--- config.mk ---
export PLATFORM = sky130hd
export DESIGN_NAME = axi2axil_rd
export DESIGN_NICKNAME = d
export VERILOG_FILES = /design/src/common/axi2axil_pkg.sv /design/src/verilog/skid_buffer.sv /design/src/verilog/burst_addr_step.sv /design/src/verilog/burst_splitter.sv /design/src/verilog/burst_tag_fifo.sv /design/src/verilog/read_response_merger.sv /design/src/verilog/axi2axil_rd.sv
export SDC_FILE = /design/constraint.sdc
export NUM_CORES = 1
export LEC_CHECK = 0
export BUFFER_PORTS_ARGS = -buffer_cell sky130_fd_sc_hd__buf_2
export CAP_MARGIN = 0
export CORE_ASPECT_RATIO = 2
export CORE_MARGIN = 2
export CORE_UTILIZATION = 50
export CTS_CLUSTER_DIAMETER = 40
export DETAILED_ROUTE_END_ITERATION = 12
export PLACE_DENSITY_LB_ADDON = 0.1
export SLEW_MARGIN = 15
export SYNTH_ARGS = -nofsm -noshare
export SYNTH_HDL_FRONTEND = slang
export SYNTH_SLANG_ARGS = --single-unit
--- constraint.sdc ---
create_clock -name S_AXI_ACLK -period 5.82 [get_ports S_AXI_ACLK]
set_input_delay 0.291 -clock S_AXI_ACLK [delete_from_list [all_inputs] [get_ports S_AXI_ACLK]]
set_output_delay 0.291 -clock S_AXI_ACLK [all_outputs]
set_load 0.005 [all_outputs]
--- src/common/axi2axil_pkg.sv ---
// AXI to AXI-lite read converter shared definitions
// Bus widths, burst and response codes, channel payloads

package axi2axil_pkg;

	localparam int ID_W   = 2;
	localparam int ADDR_W = 8;
	localparam int DATA_W = 32;

	// AXI burst type
	typedef logic [1:0] burst_t;
	localparam burst_t BURST_FIXED = 2'b00;
	localparam burst_t BURST_INCR  = 2'b01;
	localparam burst_t BURST_WRAP  = 2'b10;

	// Read response
	typedef logic [1:0] resp_t;
	localparam resp_t RESP_OKAY   = 2'b00;
	localparam resp_t RESP_SLVERR = 2'b10;

	// AXI AR channel, len is beats minus one
	typedef struct packed {
		logic [ID_W-1:0]   id;
		logic [ADDR_W-1:0] addr;
		logic [7:0]        len;
		logic [2:0]        size;
		burst_t            burst;
	} ar_req_t;

	// AXI-lite R channel
	typedef struct packed {
		logic [DATA_W-1:0] data;
		resp_t             resp;
	} lite_rbeat_t;

	// AXI R channel
	typedef struct packed {
		logic [ID_W-1:0]   id;
		logic [DATA_W-1:0] data;
		resp_t             resp;
		logic              last;
	} axi_rbeat_t;

	// One outstanding burst
	typedef struct packed {
		logic [ID_W-1:0] id;
		logic [7:0]      len;
	} burst_tag_t;

endpackage

--- src/verilog/skid_buffer.sv ---
// Skid buffer with registered input ready
// Passes data straight through when empty, holds one entry on a stall

`timescale 1ns/1ps

module skid_buffer #(
	parameter type payload_t = logic [7:0]
) (
	input  logic     S_AXI_ACLK,
	input  logic     S_AXI_ARESETN,
	input  logic     i_valid,
	output logic     o_ready,
	input  payload_t i_data,
	output logic     o_valid,
	input  logic     i_ready,
	output payload_t o_data
);

	logic     r_valid;
	logic     r_valid_next;
	payload_t r_data;

	always_comb
	begin
		r_valid_next = r_valid;
		if (r_valid && i_ready)
			r_valid_next = 1'b0;
		else if (!r_valid && i_valid && o_ready && !i_ready)
			r_valid_next = 1'b1;
	end

	always_ff @(posedge S_AXI_ACLK)
	begin
		if (!S_AXI_ARESETN)
		begin
			r_valid <= 1'b0;
			o_ready <= 1'b0;
		end
		else
		begin
			r_valid <= r_valid_next;
			o_ready <= !r_valid_next;
		end
	end

	// Ready high means the skid register is free
	always_ff @(posedge S_AXI_ACLK)
	begin
		if (o_ready)
			r_data <= i_data;
	end

	assign o_valid = r_valid || (i_valid && o_ready);
	assign o_data  = r_valid ? r_data : i_data;

	a_hold_until_taken: assert property (@(posedge S_AXI_ACLK) disable iff (!S_AXI_ARESETN)
		(o_valid && !i_ready) |=> (o_valid && o_data == $past(o_data)));

endmodule

--- src/verilog/burst_addr_step.sv ---
// Next beat address for AXI bursts
// FIXED holds, INCR steps by the beat size, WRAP steps within an aligned window

`timescale 1ns/1ps

module burst_addr_step (
	input  logic [axi2axil_pkg::ADDR_W-1:0] i_addr,
	input  logic [2:0]                      i_size,
	input  axi2axil_pkg::burst_t            i_burst,
	input  logic [7:0]                      i_len,
	output logic [axi2axil_pkg::ADDR_W-1:0] o_next_addr
);

	localparam int AW    = axi2axil_pkg::ADDR_W;
	// Wide enough for 256 beats of 128 bytes
	localparam int WIN_W = AW + 8;

	logic [AW-1:0]    incr;
	logic [WIN_W-1:0] window;
	logic [AW-1:0]    wrap_mask;
	logic [AW-1:0]    stepped;

	// Bytes per beat
	assign incr    = AW'(1) << i_size;
	assign stepped = i_addr + incr;

	// Window of (len+1) beats; a window past the address space wraps to all ones
	assign window    = (WIN_W'(i_len) + WIN_W'(1)) << i_size;
	assign wrap_mask = window[AW-1:0] - AW'(1);

	always_comb
	begin
		case (i_burst)
		axi2axil_pkg::BURST_INCR:
			o_next_addr = stepped;
		axi2axil_pkg::BURST_WRAP:
			o_next_addr = (i_addr & ~wrap_mask) | (stepped & wrap_mask);
		default:
			o_next_addr = i_addr;
		endcase
	end

endmodule

--- src/verilog/burst_splitter.sv ---
// AXI read burst splitter
// Holds one accepted burst and issues one AXI-lite read address per beat,
// logging the burst ID and length in the tag FIFO

`timescale 1ns/1ps

module burst_splitter (
	input  logic                            S_AXI_ACLK,
	input  logic                            S_AXI_ARESETN,
	input  axi2axil_pkg::ar_req_t           i_req,
	input  logic                            i_req_valid,
	output logic                            o_req_ready,
	input  logic                            i_tag_full,
	output logic                            o_tag_push,
	output axi2axil_pkg::burst_tag_t        o_tag,
	output logic [axi2axil_pkg::ADDR_W-1:0] o_m_araddr,
	output logic                            o_m_arvalid,
	input  logic                            i_m_arready
);

	logic                            accept;
	logic                            issue;
	logic [7:0]                      r_remain;
	logic [axi2axil_pkg::ADDR_W-1:0] r_addr;
	logic [2:0]                      r_size;
	axi2axil_pkg::burst_t            r_burst;
	logic [7:0]                      r_len;
	logic [axi2axil_pkg::ADDR_W-1:0] next_addr;

	assign issue       = o_m_arvalid && i_m_arready;
	// Free when idle or on the final beat's handshake
	assign o_req_ready = (!o_m_arvalid || (i_m_arready && r_remain == 8'd0)) && !i_tag_full;
	assign accept      = i_req_valid && o_req_ready;

	assign o_tag_push = accept;
	assign o_tag      = '{id: i_req.id, len: i_req.len};
	assign o_m_araddr = r_addr;

	////////////////////
	// Beat control
	always_ff @(posedge S_AXI_ACLK)
	begin
		if (!S_AXI_ARESETN)
		begin
			o_m_arvalid <= 1'b0;
			r_remain    <= 8'd0;
		end
		else if (accept)
		begin
			o_m_arvalid <= 1'b1;
			r_remain    <= i_req.len;
		end
		else if (issue)
		begin
			if (r_remain == 8'd0)
				o_m_arvalid <= 1'b0;
			else
				r_remain <= r_remain - 8'd1;
		end
	end

	// Burst parameters and current address
	always_ff @(posedge S_AXI_ACLK)
	begin
		if (accept)
		begin
			r_addr  <= i_req.addr;
			r_size  <= i_req.size;
			r_burst <= i_req.burst;
			r_len   <= i_req.len;
		end
		else if (issue)
			r_addr <= next_addr;
	end

	burst_addr_step u_burst_addr_step (
		.i_addr      (r_addr),
		.i_size      (r_size),
		.i_burst     (r_burst),
		.i_len       (r_len),
		.o_next_addr (next_addr)
	);

	// Address and valid hold until the AXI-lite slave takes them
	a_ar_hold: assert property (@(posedge S_AXI_ACLK) disable iff (!S_AXI_ARESETN)
		(o_m_arvalid && !i_m_arready) |=> (o_m_arvalid && $stable(o_m_araddr)));

endmodule

--- src/verilog/burst_tag_fifo.sv ---
// Tag FIFO of outstanding read bursts
// Circular buffer with an extra pointer bit to tell full from empty

`timescale 1ns/1ps

module burst_tag_fifo #(
	parameter int LGFIFO = 2
) (
	input  logic                     S_AXI_ACLK,
	input  logic                     S_AXI_ARESETN,
	input  logic                     i_push,
	input  axi2axil_pkg::burst_tag_t i_tag,
	output logic                     o_full,
	input  logic                     i_pop,
	output axi2axil_pkg::burst_tag_t o_head,
	output logic                     o_empty
);

	axi2axil_pkg::burst_tag_t mem [2**LGFIFO];
	logic [LGFIFO:0]          wr_ptr;
	logic [LGFIFO:0]          rd_ptr;
	logic                     do_push;
	logic                     do_pop;

	assign o_empty = (wr_ptr == rd_ptr);
	assign o_full  = (wr_ptr[LGFIFO] != rd_ptr[LGFIFO])
		&& (wr_ptr[LGFIFO-1:0] == rd_ptr[LGFIFO-1:0]);

	// A pop frees the slot for a push in the same cycle
	assign do_push = i_push && (!o_full || i_pop);
	assign do_pop  = i_pop && !o_empty;

	always_ff @(posedge S_AXI_ACLK)
	begin
		if (!S_AXI_ARESETN)
		begin
			wr_ptr <= '0;
			rd_ptr <= '0;
		end
		else
		begin
			if (do_push)
				wr_ptr <= wr_ptr + 1'b1;
			if (do_pop)
				rd_ptr <= rd_ptr + 1'b1;
		end
	end

	always_ff @(posedge S_AXI_ACLK)
	begin
		if (do_push)
			mem[wr_ptr[LGFIFO-1:0]] <= i_tag;
	end

	assign o_head = mem[rd_ptr[LGFIFO-1:0]];

	a_no_pop_empty: assert property (@(posedge S_AXI_ACLK) disable iff (!S_AXI_ARESETN)
		i_pop |-> !o_empty);

endmodule

--- src/verilog/read_response_merger.sv ---
// AXI read response merger
// Tags each AXI-lite response with the burst ID, marks RLAST,
// and registers the AXI R channel

`timescale 1ns/1ps

module read_response_merger (
	input  logic                     S_AXI_ACLK,
	input  logic                     S_AXI_ARESETN,
	input  axi2axil_pkg::lite_rbeat_t i_beat,
	input  logic                     i_beat_valid,
	output logic                     o_beat_ready,
	input  axi2axil_pkg::burst_tag_t i_head,
	input  logic                     i_tag_empty,
	output logic                     o_tag_pop,
	output axi2axil_pkg::axi_rbeat_t o_r,
	output logic                     o_r_valid,
	input  logic                     i_r_ready
);

	logic       accept;
	logic       last;
	logic [7:0] r_count;

	// Output register is free or draining this cycle
	assign o_beat_ready = !o_r_valid || i_r_ready;
	assign accept       = i_beat_valid && o_beat_ready;

	// Beats seen so far in the head burst
	assign last      = (r_count == i_head.len);
	assign o_tag_pop = accept && last;

	////////////////////
	// Control
	always_ff @(posedge S_AXI_ACLK)
	begin
		if (!S_AXI_ARESETN)
		begin
			o_r_valid <= 1'b0;
			r_count   <= 8'd0;
		end
		else
		begin
			if (accept)
				o_r_valid <= 1'b1;
			else if (i_r_ready)
				o_r_valid <= 1'b0;

			if (accept)
			begin
				if (last)
					r_count <= 8'd0;
				else
					r_count <= r_count + 8'd1;
			end
		end
	end

	////////////////////
	// R payload
	always_ff @(posedge S_AXI_ACLK)
	begin
		if (accept)
			o_r <= '{id: i_head.id, data: i_beat.data, resp: i_beat.resp, last: last};
	end

	// A response never arrives ahead of its burst's tag
	a_tag_present: assert property (@(posedge S_AXI_ACLK) disable iff (!S_AXI_ARESETN)
		accept |-> !i_tag_empty);

endmodule

--- src/verilog/axi2axil_rd.sv ---
// AXI to AXI-lite read converter
// AR skid, burst splitter, tag FIFO, R skid and response merger in a chain

`timescale 1ns/1ps

module axi2axil_rd #(
	parameter int LGFIFO = 2
) (
	input  logic                            S_AXI_ACLK,
	input  logic                            S_AXI_ARESETN,
	// AXI slave side
	input  axi2axil_pkg::ar_req_t           i_s_ar,
	input  logic                            i_s_arvalid,
	output logic                            o_s_arready,
	output axi2axil_pkg::axi_rbeat_t        o_s_r,
	output logic                            o_s_rvalid,
	input  logic                            i_s_rready,
	// AXI-lite master side
	output logic [axi2axil_pkg::ADDR_W-1:0] o_m_araddr,
	output logic                            o_m_arvalid,
	input  logic                            i_m_arready,
	input  axi2axil_pkg::lite_rbeat_t       i_m_r,
	input  logic                            i_m_rvalid,
	output logic                            o_m_rready
);

	axi2axil_pkg::ar_req_t     ar_req;
	logic                      ar_valid;
	logic                      ar_ready;
	axi2axil_pkg::burst_tag_t  tag_in;
	axi2axil_pkg::burst_tag_t  tag_head;
	logic                      tag_push;
	logic                      tag_pop;
	logic                      tag_full;
	logic                      tag_empty;
	axi2axil_pkg::lite_rbeat_t r_beat;
	logic                      r_valid;
	logic                      r_ready;

	////////////////////
	// Request path
	skid_buffer #(.payload_t(axi2axil_pkg::ar_req_t)) u_ar_skid (
		.S_AXI_ACLK    (S_AXI_ACLK),
		.S_AXI_ARESETN (S_AXI_ARESETN),
		.i_valid       (i_s_arvalid),
		.o_ready       (o_s_arready),
		.i_data        (i_s_ar),
		.o_valid       (ar_valid),
		.i_ready       (ar_ready),
		.o_data        (ar_req)
	);

	burst_splitter u_burst_splitter (
		.S_AXI_ACLK    (S_AXI_ACLK),
		.S_AXI_ARESETN (S_AXI_ARESETN),
		.i_req         (ar_req),
		.i_req_valid   (ar_valid),
		.o_req_ready   (ar_ready),
		.i_tag_full    (tag_full),
		.o_tag_push    (tag_push),
		.o_tag         (tag_in),
		.o_m_araddr    (o_m_araddr),
		.o_m_arvalid   (o_m_arvalid),
		.i_m_arready   (i_m_arready)
	);

	burst_tag_fifo #(.LGFIFO(LGFIFO)) u_burst_tag_fifo (
		.S_AXI_ACLK    (S_AXI_ACLK),
		.S_AXI_ARESETN (S_AXI_ARESETN),
		.i_push        (tag_push),
		.i_tag         (tag_in),
		.o_full        (tag_full),
		.i_pop         (tag_pop),
		.o_head        (tag_head),
		.o_empty       (tag_empty)
	);

	////////////////////
	// Response path
	skid_buffer #(.payload_t(axi2axil_pkg::lite_rbeat_t)) u_r_skid (
		.S_AXI_ACLK    (S_AXI_ACLK),
		.S_AXI_ARESETN (S_AXI_ARESETN),
		.i_valid       (i_m_rvalid),
		.o_ready       (o_m_rready),
		.i_data        (i_m_r),
		.o_valid       (r_valid),
		.i_ready       (r_ready),
		.o_data        (r_beat)
	);

	read_response_merger u_read_response_merger (
		.S_AXI_ACLK    (S_AXI_ACLK),
		.S_AXI_ARESETN (S_AXI_ARESETN),
		.i_beat        (r_beat),
		.i_beat_valid  (r_valid),
		.o_beat_ready  (r_ready),
		.i_head        (tag_head),
		.i_tag_empty   (tag_empty),
		.o_tag_pop     (tag_pop),
		.o_r           (o_s_r),
		.o_r_valid     (o_s_rvalid),
		.i_r_ready     (i_s_rready)
	);

endmodule

==> results of run 1 <==
## worst max-delay path by stage
stage | to | slack (ns) | depth (start not counted)
floorplan | flop | 1.40 | 5
global placement | u_burst_tag_fifo.mem[0][4] | 2.82 | 6
detailed placement | flop | 2.69 | 11
CTS | flop | 2.68 | 11
global route | flop | 2.38 | 11
finish | flop | 2.67 | 11
## critical path, delay by kind of cell, from the launching register on
| kind | cells | cell delay, ns |
|---|---|---|
| DFF | 1 | 0.68 |
| AOI/OAI and AO/OA | 5 | 0.53 |
| and+or+nand+nor | 3 | 0.92 |
| adders and majority gates | 2 | 0.69 |
| buffers and inverters | 1 | 0.06 |
## logic make-up after synthesis
kind of cell,after synthesis,share of synthesized area
compound gates,76,0.0664
xor+xnor,44,0.0472
fa+ha+maj,18,0.0285
buf+inv,36,0.0204
flops,185,0.643
mux,68,0.106
simple gates,136,0.0885
## per-layer routing
metal,part of all wire,global-route usage
met1,0.43,0.258
met2,0.51,0.306
met3,0.039,0.0391
met4,0.024,0.0887
met5,0,0
## state kept, by name, summed over array words and instances, names as in the netlist, 2 cells and up, named ones only
register,count
u_burst_splitter.r_burst,2
u_burst_tag_fifo.rd_ptr,3
u_read_response_merger.o_r,37
u_ar_skid.r_data,23
u_burst_splitter.r_len,8
u_burst_tag_fifo.mem,40
u_burst_tag_fifo.wr_ptr,3
u_read_response_merger.r_count,8
u_burst_splitter.r_size,3
u_burst_splitter.r_remain,8
u_r_skid.r_data,34
## placed cells by master (no fill, tap or decap), drive strengths merged, types with 17 or more instances in the layout
master,count
nor2,29
a21oi,18
clkbuf,20
nand2,28
edfxtp,155
xnor2,24
buf,116
ha,17
inv,21
mux2,49
dfxtp,30
xor2,20
## report_power, final
part / total (mW) / internal, mW / switching, mW
clock network: 1.15 / 0.631 / 0.518
registers: 1.55 / 1.52 / 0.0364
logic: 0.308 / 0.136 / 0.172
total: 3.01 / 2.29 / 0.727
## per-stage QoR
stage,utilization,cells
finish,0.591,894
global placement,0.554,862
detailed placement,0.554,862
CTS,0.591,894
global route,0.591,894
floorplan,-,563
## layout make-up
| type | instances | area share |
|---|---|---|
| repair buffers | 116 | 0.0624 |
| clock inverters | 12 | 0.0134 |
| well taps | 204 | 0.0268 |
| flip-flops and latches | 185 | 0.553 |
| clock buffers | 20 | 0.0482 |
| inverters | 15 | 0.00605 |
| multi-input cells | 342 | 0.291 |
==> reports/results.txt, run 1 <==
The run finished with clean final reports. The tools report the required time at the endpoint of the critical path as 5.98 ns. For this design, the slowest cell found on the critical path is sky130_fd_sc_hd__nor3_1. The run gives 9510 sq um as the cell area after layout. In the final layout, the multi-input gates occupy 2760 sq um. The global-route total usage across every layer was 0.194. The number of primary I/O pins is 112, and the final HPWL from detailed placement is 11.1 mm. For the global-route congestion overflow total, the log shows 0. The run gives 318 MHz as the upper clock frequency limit. Tracing the worst setup path back leads to its startpoint at u_burst_splitter.r_size[1]. The run gives 0 ns as the accumulated negative setup slack. The tools report the source of the worst hold timing path as i_m_r[5]. The share of layout cells above drive strength 1 works out to 0.319. The count of flip-flops with a built-in enable after synthesis came out at 155. In the routed design, unresolved DRC markers number 0. Maximum fanout along the worst path: 25.

Element type at the critical path start: a flop. The logs give 4918 for the number of vias in the routed layout and 185 for the clock sink total. After clock tree synthesis, the setup repair step added 0 buffers. The number of synthesis warnings is 0, and the number of nets at the end of the flow is 758. TritonCTS built the clock tree. VDD sags by at most 0.229 mV.

For this run, the detailed router's first-pass iteration total came to 4. Period utilization: 0.541. Once placement finished, the instance area stood at 8920 sq um. The tools report the count of final setup violators as 0. Setup repair after global routing left no endpoint under its margin. Measured along the y axis, the die boundary spans 185 um. After clock tree synthesis, the clock-pin slew on the worst setup and hold paths is 0.07 ns. The slew at the pin with the worst max-slew slack was 0.703 ns. Registers take 5260 sq um.

Relative to the synthesized area, the layout overhead comes to 16.4%. A synthesized cell averages 14.5 sq um. Sequential-to-total area share from yosys stat: 0.643. The largest total area in the synthesized netlist belongs to sky130_fd_sc_hd__edfxtp_1. Endpoint kind of the worst setup timing path: a flop. The async set or reset register ratio after synthesis was 0; the maximum number of pins on one net before global-route repair was 37. The number of buffers inserted during clock tree synthesis is 17. The routed design has 16.3 mm of wire. Power comes to 3.01 mW.

The tools report the synthesized instance count as 563. The later pin in the worst-skew pair is clocked with a latency of 0.43 ns. The most numerous cell in the Yosys netlist was sky130_fd_sc_hd__edfxtp_1.

Dividing the detail-routed via count by the number of cells gives 5.50. The delay contributed by the slowest stage of the critical path is 0.69 ns, and the number of port buffers is 111. Ranked by instance count, the synthesized netlist is headed by sky130_fd_sc_hd__edfxtp_1 (155), sky130_fd_sc_hd__mux2_2 (49), sky130_fd_sc_hd__dfxtp_1 (30). In this run the number of H-tree levels came out at 4. The buffer depth of the longest clock path is 2, and the die span in x is 94.4 um. The worst path needs 3.15 ns of the cycle, external delays included. The antenna violation net count after detailed routing is 0, and the net count after synthesis is 644. The power density normalized to cell area was 317 nW/um^2. For flop-to-flop paths, the worst setup slack is 2.67 ns. In this run the static leakage power is 3.54 nW. Ranked by total cell area, the synthesized netlist is headed by sky130_fd_sc_hd__edfxtp_1 (57%), sky130_fd_sc_hd__dfxtp_1 (7.3%), sky130_fd_sc_hd__mux2_2 (6.8%). The tools report the number of global-route vias before repair as 4979. The critical path is of the reg -> reg type. The fraction of post-synthesis cell area in the top cell type by area was 0.570. Walking the worst path, the cells encountered are nor3_1, ha_1, inv_1, fa_1, nor2b_1, o21ai_0, nand2b_1, a21o_1, a21oi_1, o21ai_0, a221oi_2. Hold is met by 0.0479 ns. The tools report the data arrival time at the worst-slack endpoint as 3.31 ns.

Number of cells on the worst reg-to-reg path: 11. Reg-to-reg startpoint: u_burst_splitter.r_size[1]. The logs give 315 for the number of DRC markers in iteration 0 and 0 for the max-slew violation count.

Among all flip-flop cells after synthesis, the most frequent one is sky130_fd_sc_hd__edfxtp_1. Total count of hold-check failures in the final report: 0. Gates resized during post-CTS repair numbered 0.

Site row count: 66. The number of antenna violations at the first check in global routing was 0; the max capacitance violation total was 0. Between clock sinks in the finished design, the worst skew comes to 0.0161 ns. The number of different library cells used by synthesis comes to 66. Once routing completed, OpenROAD measured the worst setup slack at 2.67 ns.

Initial core utilization: 0.508. The tools report the post-placement setup slack as 2.69 ns. The tools report the remaining max-slew budget at the tightest pin as 0.528. The run gives 0.877 as the final RePlAce weighted congestion.

For the core area, the log shows 16100 sq um. The class of the most critical hold timing path is in -> reg. The end point of the most critical hold path was u_r_skid.r_data[5]. The clock root buffer was sky130_fd_sc_hd__clkbuf_16. The run gives 0 as the number of buffers inserted for hold repair after clock tree synthesis.

The floorplan die area is 17400 sq um. The tools report the count of antenna diodes in the layout as 0. The number of instances on the worst hold path came out at 1. In this run, synthesis produced a sequential element count of 185. In this design, the critical path's most frequently occurring cell is sky130_fd_sc_hd__o21ai_0. The first global-routing pass estimated 25.5 mm of wire. Area of the mapped netlist: 8170 sq um. After detailed routing, the average wire length per cell comes to 18.3 um.

The count of filler cells inserted in the layout is 1290.
No activity file was read; power rests on OpenSTA's default activity.
==> run 2: changes to the inputs <==
==> constraint.sdc (replaced) <==
create_clock -name S_AXI_ACLK -period 3.1 [get_ports S_AXI_ACLK]
set_input_delay 0.155 -clock S_AXI_ACLK [delete_from_list [all_inputs] [get_ports S_AXI_ACLK]]
set_output_delay 0.155 -clock S_AXI_ACLK [all_outputs]
set_load 0.005 [all_outputs]
==> run 2 against run 1 <==
Against the previous run: worst setup slack got worse by 2.3 ns; sequential share of layout area fell by 3.3 points; cell area rose by 6.4%; global-route usage rose by 0.32 points; largest power group unchanged.
==> reports/results.txt, run 2 (synthesis gave the netlist of run 1 again) <==
The flow ran to the end, and the final reports show no timing, DRC or antenna violations. Entering global routing, the biggest net connects 36 pins. The total count of hold-check failures in the final report was 0; the clock latency of the later-clocked register in the worst-skew pair was 0.43 ns. Internal power comes to 4.29 mW. Setup repair after global routing left no endpoint under its margin. The tightest hold path in the finished design has a slack of 0.101 ns.

The number of global-route vias before repair is 5105, and the number of cells on the worst reg-to-reg path is 9. STA puts the critical path data required time at 3.28 ns. The worst setup path is captured at a flop. Detailed routing inserted a total of 5127 vias. The tools report the reg-to-reg startpoint as u_burst_splitter.r_size[2]. The wire-length estimate of the detail-placed layout is 11.3 mm. Between clock sinks in the finished design, the worst skew comes to 0.0113 ns.

The end point of the most critical hold path was u_read_response_merger.o_r_valid. The placed instances occupy a cell area of 8980 sq um. Max-cap violations in this run came to 0. The sequential cells in the finished layout cover a total of 5260 sq um.

TritonCTS built the clock tree. The tools report the remaining max-slew budget at the tightest pin as 0.589. The run gives 0 as the number of gates resized after cts. The element type at the critical path start was a flop. The highest ir drop seen on vdd was 0.440 mV; the number of primary I/O pins was 112.

Core area: 16100 sq um. The maximum fanout along the worst path is 14. In the routed layout, each cell is associated on average with a via count of 5.34. The combinational fraction of design power came out at 0.115. The clock network power share was 0.370; the post-route DRC violation count was 0. The number of buffers inserted for hold repair after clock tree synthesis was 57. The logs give 1262 for the count of filler cells inserted in the layout and 2 for the buffer depth of the longest clock path.

The H-tree was split into 4 levels. The share of the core filled with cells in the final layout is 0.629. The vertical die dimension is 185 um, and the number of flip-flops in the largest register is 40.

The number of port buffers was 111; the floorplan die area was 17400 sq um. The congestion estimate from routability-driven global placement came to 0.850. The critical path is of the reg -> reg type. For the minimum setup slack among reg-to-reg paths, the log shows 0.37 ns. The run gives 0.508 as the initial core utilization. The worst hold path passes through 4 cells. The tools report the antenna violation net count after detailed routing as 0. The library cells used most frequently in the layout, excluding fill and tap cells, are sky130_fd_sc_hd__edfxtp_1 (155), sky130_fd_sc_hd__buf_2 (111), sky130_fd_sc_hd__dlygate4sd3_1 (57). Leaving out fill and tap cells, the most frequent cell in the layout is sky130_fd_sc_hd__edfxtp_1. The startpoint identified for the worst hold timing path is i_s_rready. For the worst setup path, the data arrival time is 2.91 ns.

The number of antenna violations at the first check in global routing was 0. The fraction of power spent switching nets came out at 0.242. Power spread over the standard cell area amounts to 559 nW/um^2. The fraction of power consumed by sequential logic came out at 0.515. The analysis attributes to cell leakage a power of 3.81 nW.

The overall routed net length is 16.7 mm. The first global-routing pass estimated 26.0 mm of wire. The die is 94.4 um wide. Number of nets at the end of the flow: 823. The share of layout cells above drive strength 1 came out at 0.301. The upper clock frequency limit is 366 MHz, and the number of DRC markers in iteration 0 is 278.

The analysis attributes to net switching a power of 1.37 mW. Setup violations remaining at the end of the flow were counted as 0. The logs give 0 for the max-slew violation count and 17 for the number of buffers inserted during clock tree synthesis.

The area growth from synthesis to layout is 23.9%. Wire length per cell after detailed routing: 17.4 um. The logs give 185 for the clock sink total and 0.197 for the global-route total usage across every layer. The time the final worst path needs with I/O delays and setup works out to 2.73 ns. Clock-pin slew was measured on the worst setup and hold paths at 0.07 ns.

Accumulated negative setup slack: 0 ns. The combined area of the multi-input logic cells was 2760 sq um. The class of the most critical hold timing path was in -> reg. The slew at the pin with the worst max-slew slack is 0.616 ns. The site row count is 66, and the period utilization is 0.880. The cell sitting at the root of the clock tree is a sky130_fd_sc_hd__clkbuf_16. The post-CTS setup buffer count was 0; the cell area after layout was 10100 sq um.

The global-route congestion overflow total is 0, and the power consumption is 5.66 mW. First-pass iteration count of the detailed router: 5.
run 2: power by group through the flow:
stage | clock network, mW | registers (mW) | logic [mW]
floorplan | 0 | 2.97 | 0.388
global placement | 0 | 2.96 | 0.587
detailed placement | 0 | 2.97 | 0.593
CTS | 2.13 | 2.91 | 0.655
global route | 2.22 | 2.93 | 0.722
finish | 2.10 | 2.91 | 0.650
run 2: worst max path at each step:
| stage | from | end | slack (ns) | cells past startpoint |
|---|---|---|---|---|
| 2_1_floorplan | u_r_skid.o_ready | u_read_response_merger.r_count[5] | 0.16 | 6 |
| 3_3_place_gp | u_burst_splitter.r_size[2] | flop | 0.41 | 9 |
| 3_5_place_dp | u_burst_splitter.r_size[2] | flop | 0.40 | 9 |
| 4_1_cts | u_burst_splitter.r_size[2] | flop | 0.38 | 9 |
| 5_1_grt | u_burst_splitter.r_len[1] | flop | 0.18 | 8 |
| 6_report | u_burst_splitter.r_size[2] | flop | 0.37 | 9 |
run 2: stage by stage:
stage	cells	worst slack (ns)
3_5_place_dp	870	0.405
4_1_cts	959	0.381
6_report	960	0.371
3_3_place_gp	870	0.410
2_1_floorplan	563	0.155
5_1_grt	959	0.183
run 2: critical path: stages (launching register included):
cell and delay (ns):
sky130_fd_sc_hd__edfxtp_1 0.58, sky130_fd_sc_hd__nor3b_1 0.40, sky130_fd_sc_hd__ha_1 0.34, sky130_fd_sc_hd__nor2b_1 0.14
sky130_fd_sc_hd__o21ai_0 0.15, sky130_fd_sc_hd__nand2b_1 0.11, sky130_fd_sc_hd__a21o_1 0.20, sky130_fd_sc_hd__a2111o_1 0.41
sky130_fd_sc_hd__o21ai_0 0.10, sky130_fd_sc_hd__a221oi_2 0.05
run 2: cell type report:
cell class,instances,area share
Sequential cell,185,0.519
Multi-Input combinational cell,342,0.273
Timing Repair Buffer,181,0.121
Clock buffer,18,0.0424
Tap cell,204,0.0252
Clock inverter,14,0.0135
Inverter,15,0.00569
Antenna cell,1,0.000247
run 2: metal layers:
metal,part of all wire,vias up,wire length [um],track usage
met3,0.033,12,558,0.0374
met5,0,-,0,0
met1,0.44,2525,7250,0.265
met4,0.011,0,185,0.0678
li1,-,2493,-,-
met2,0.52,97,8680,0.321
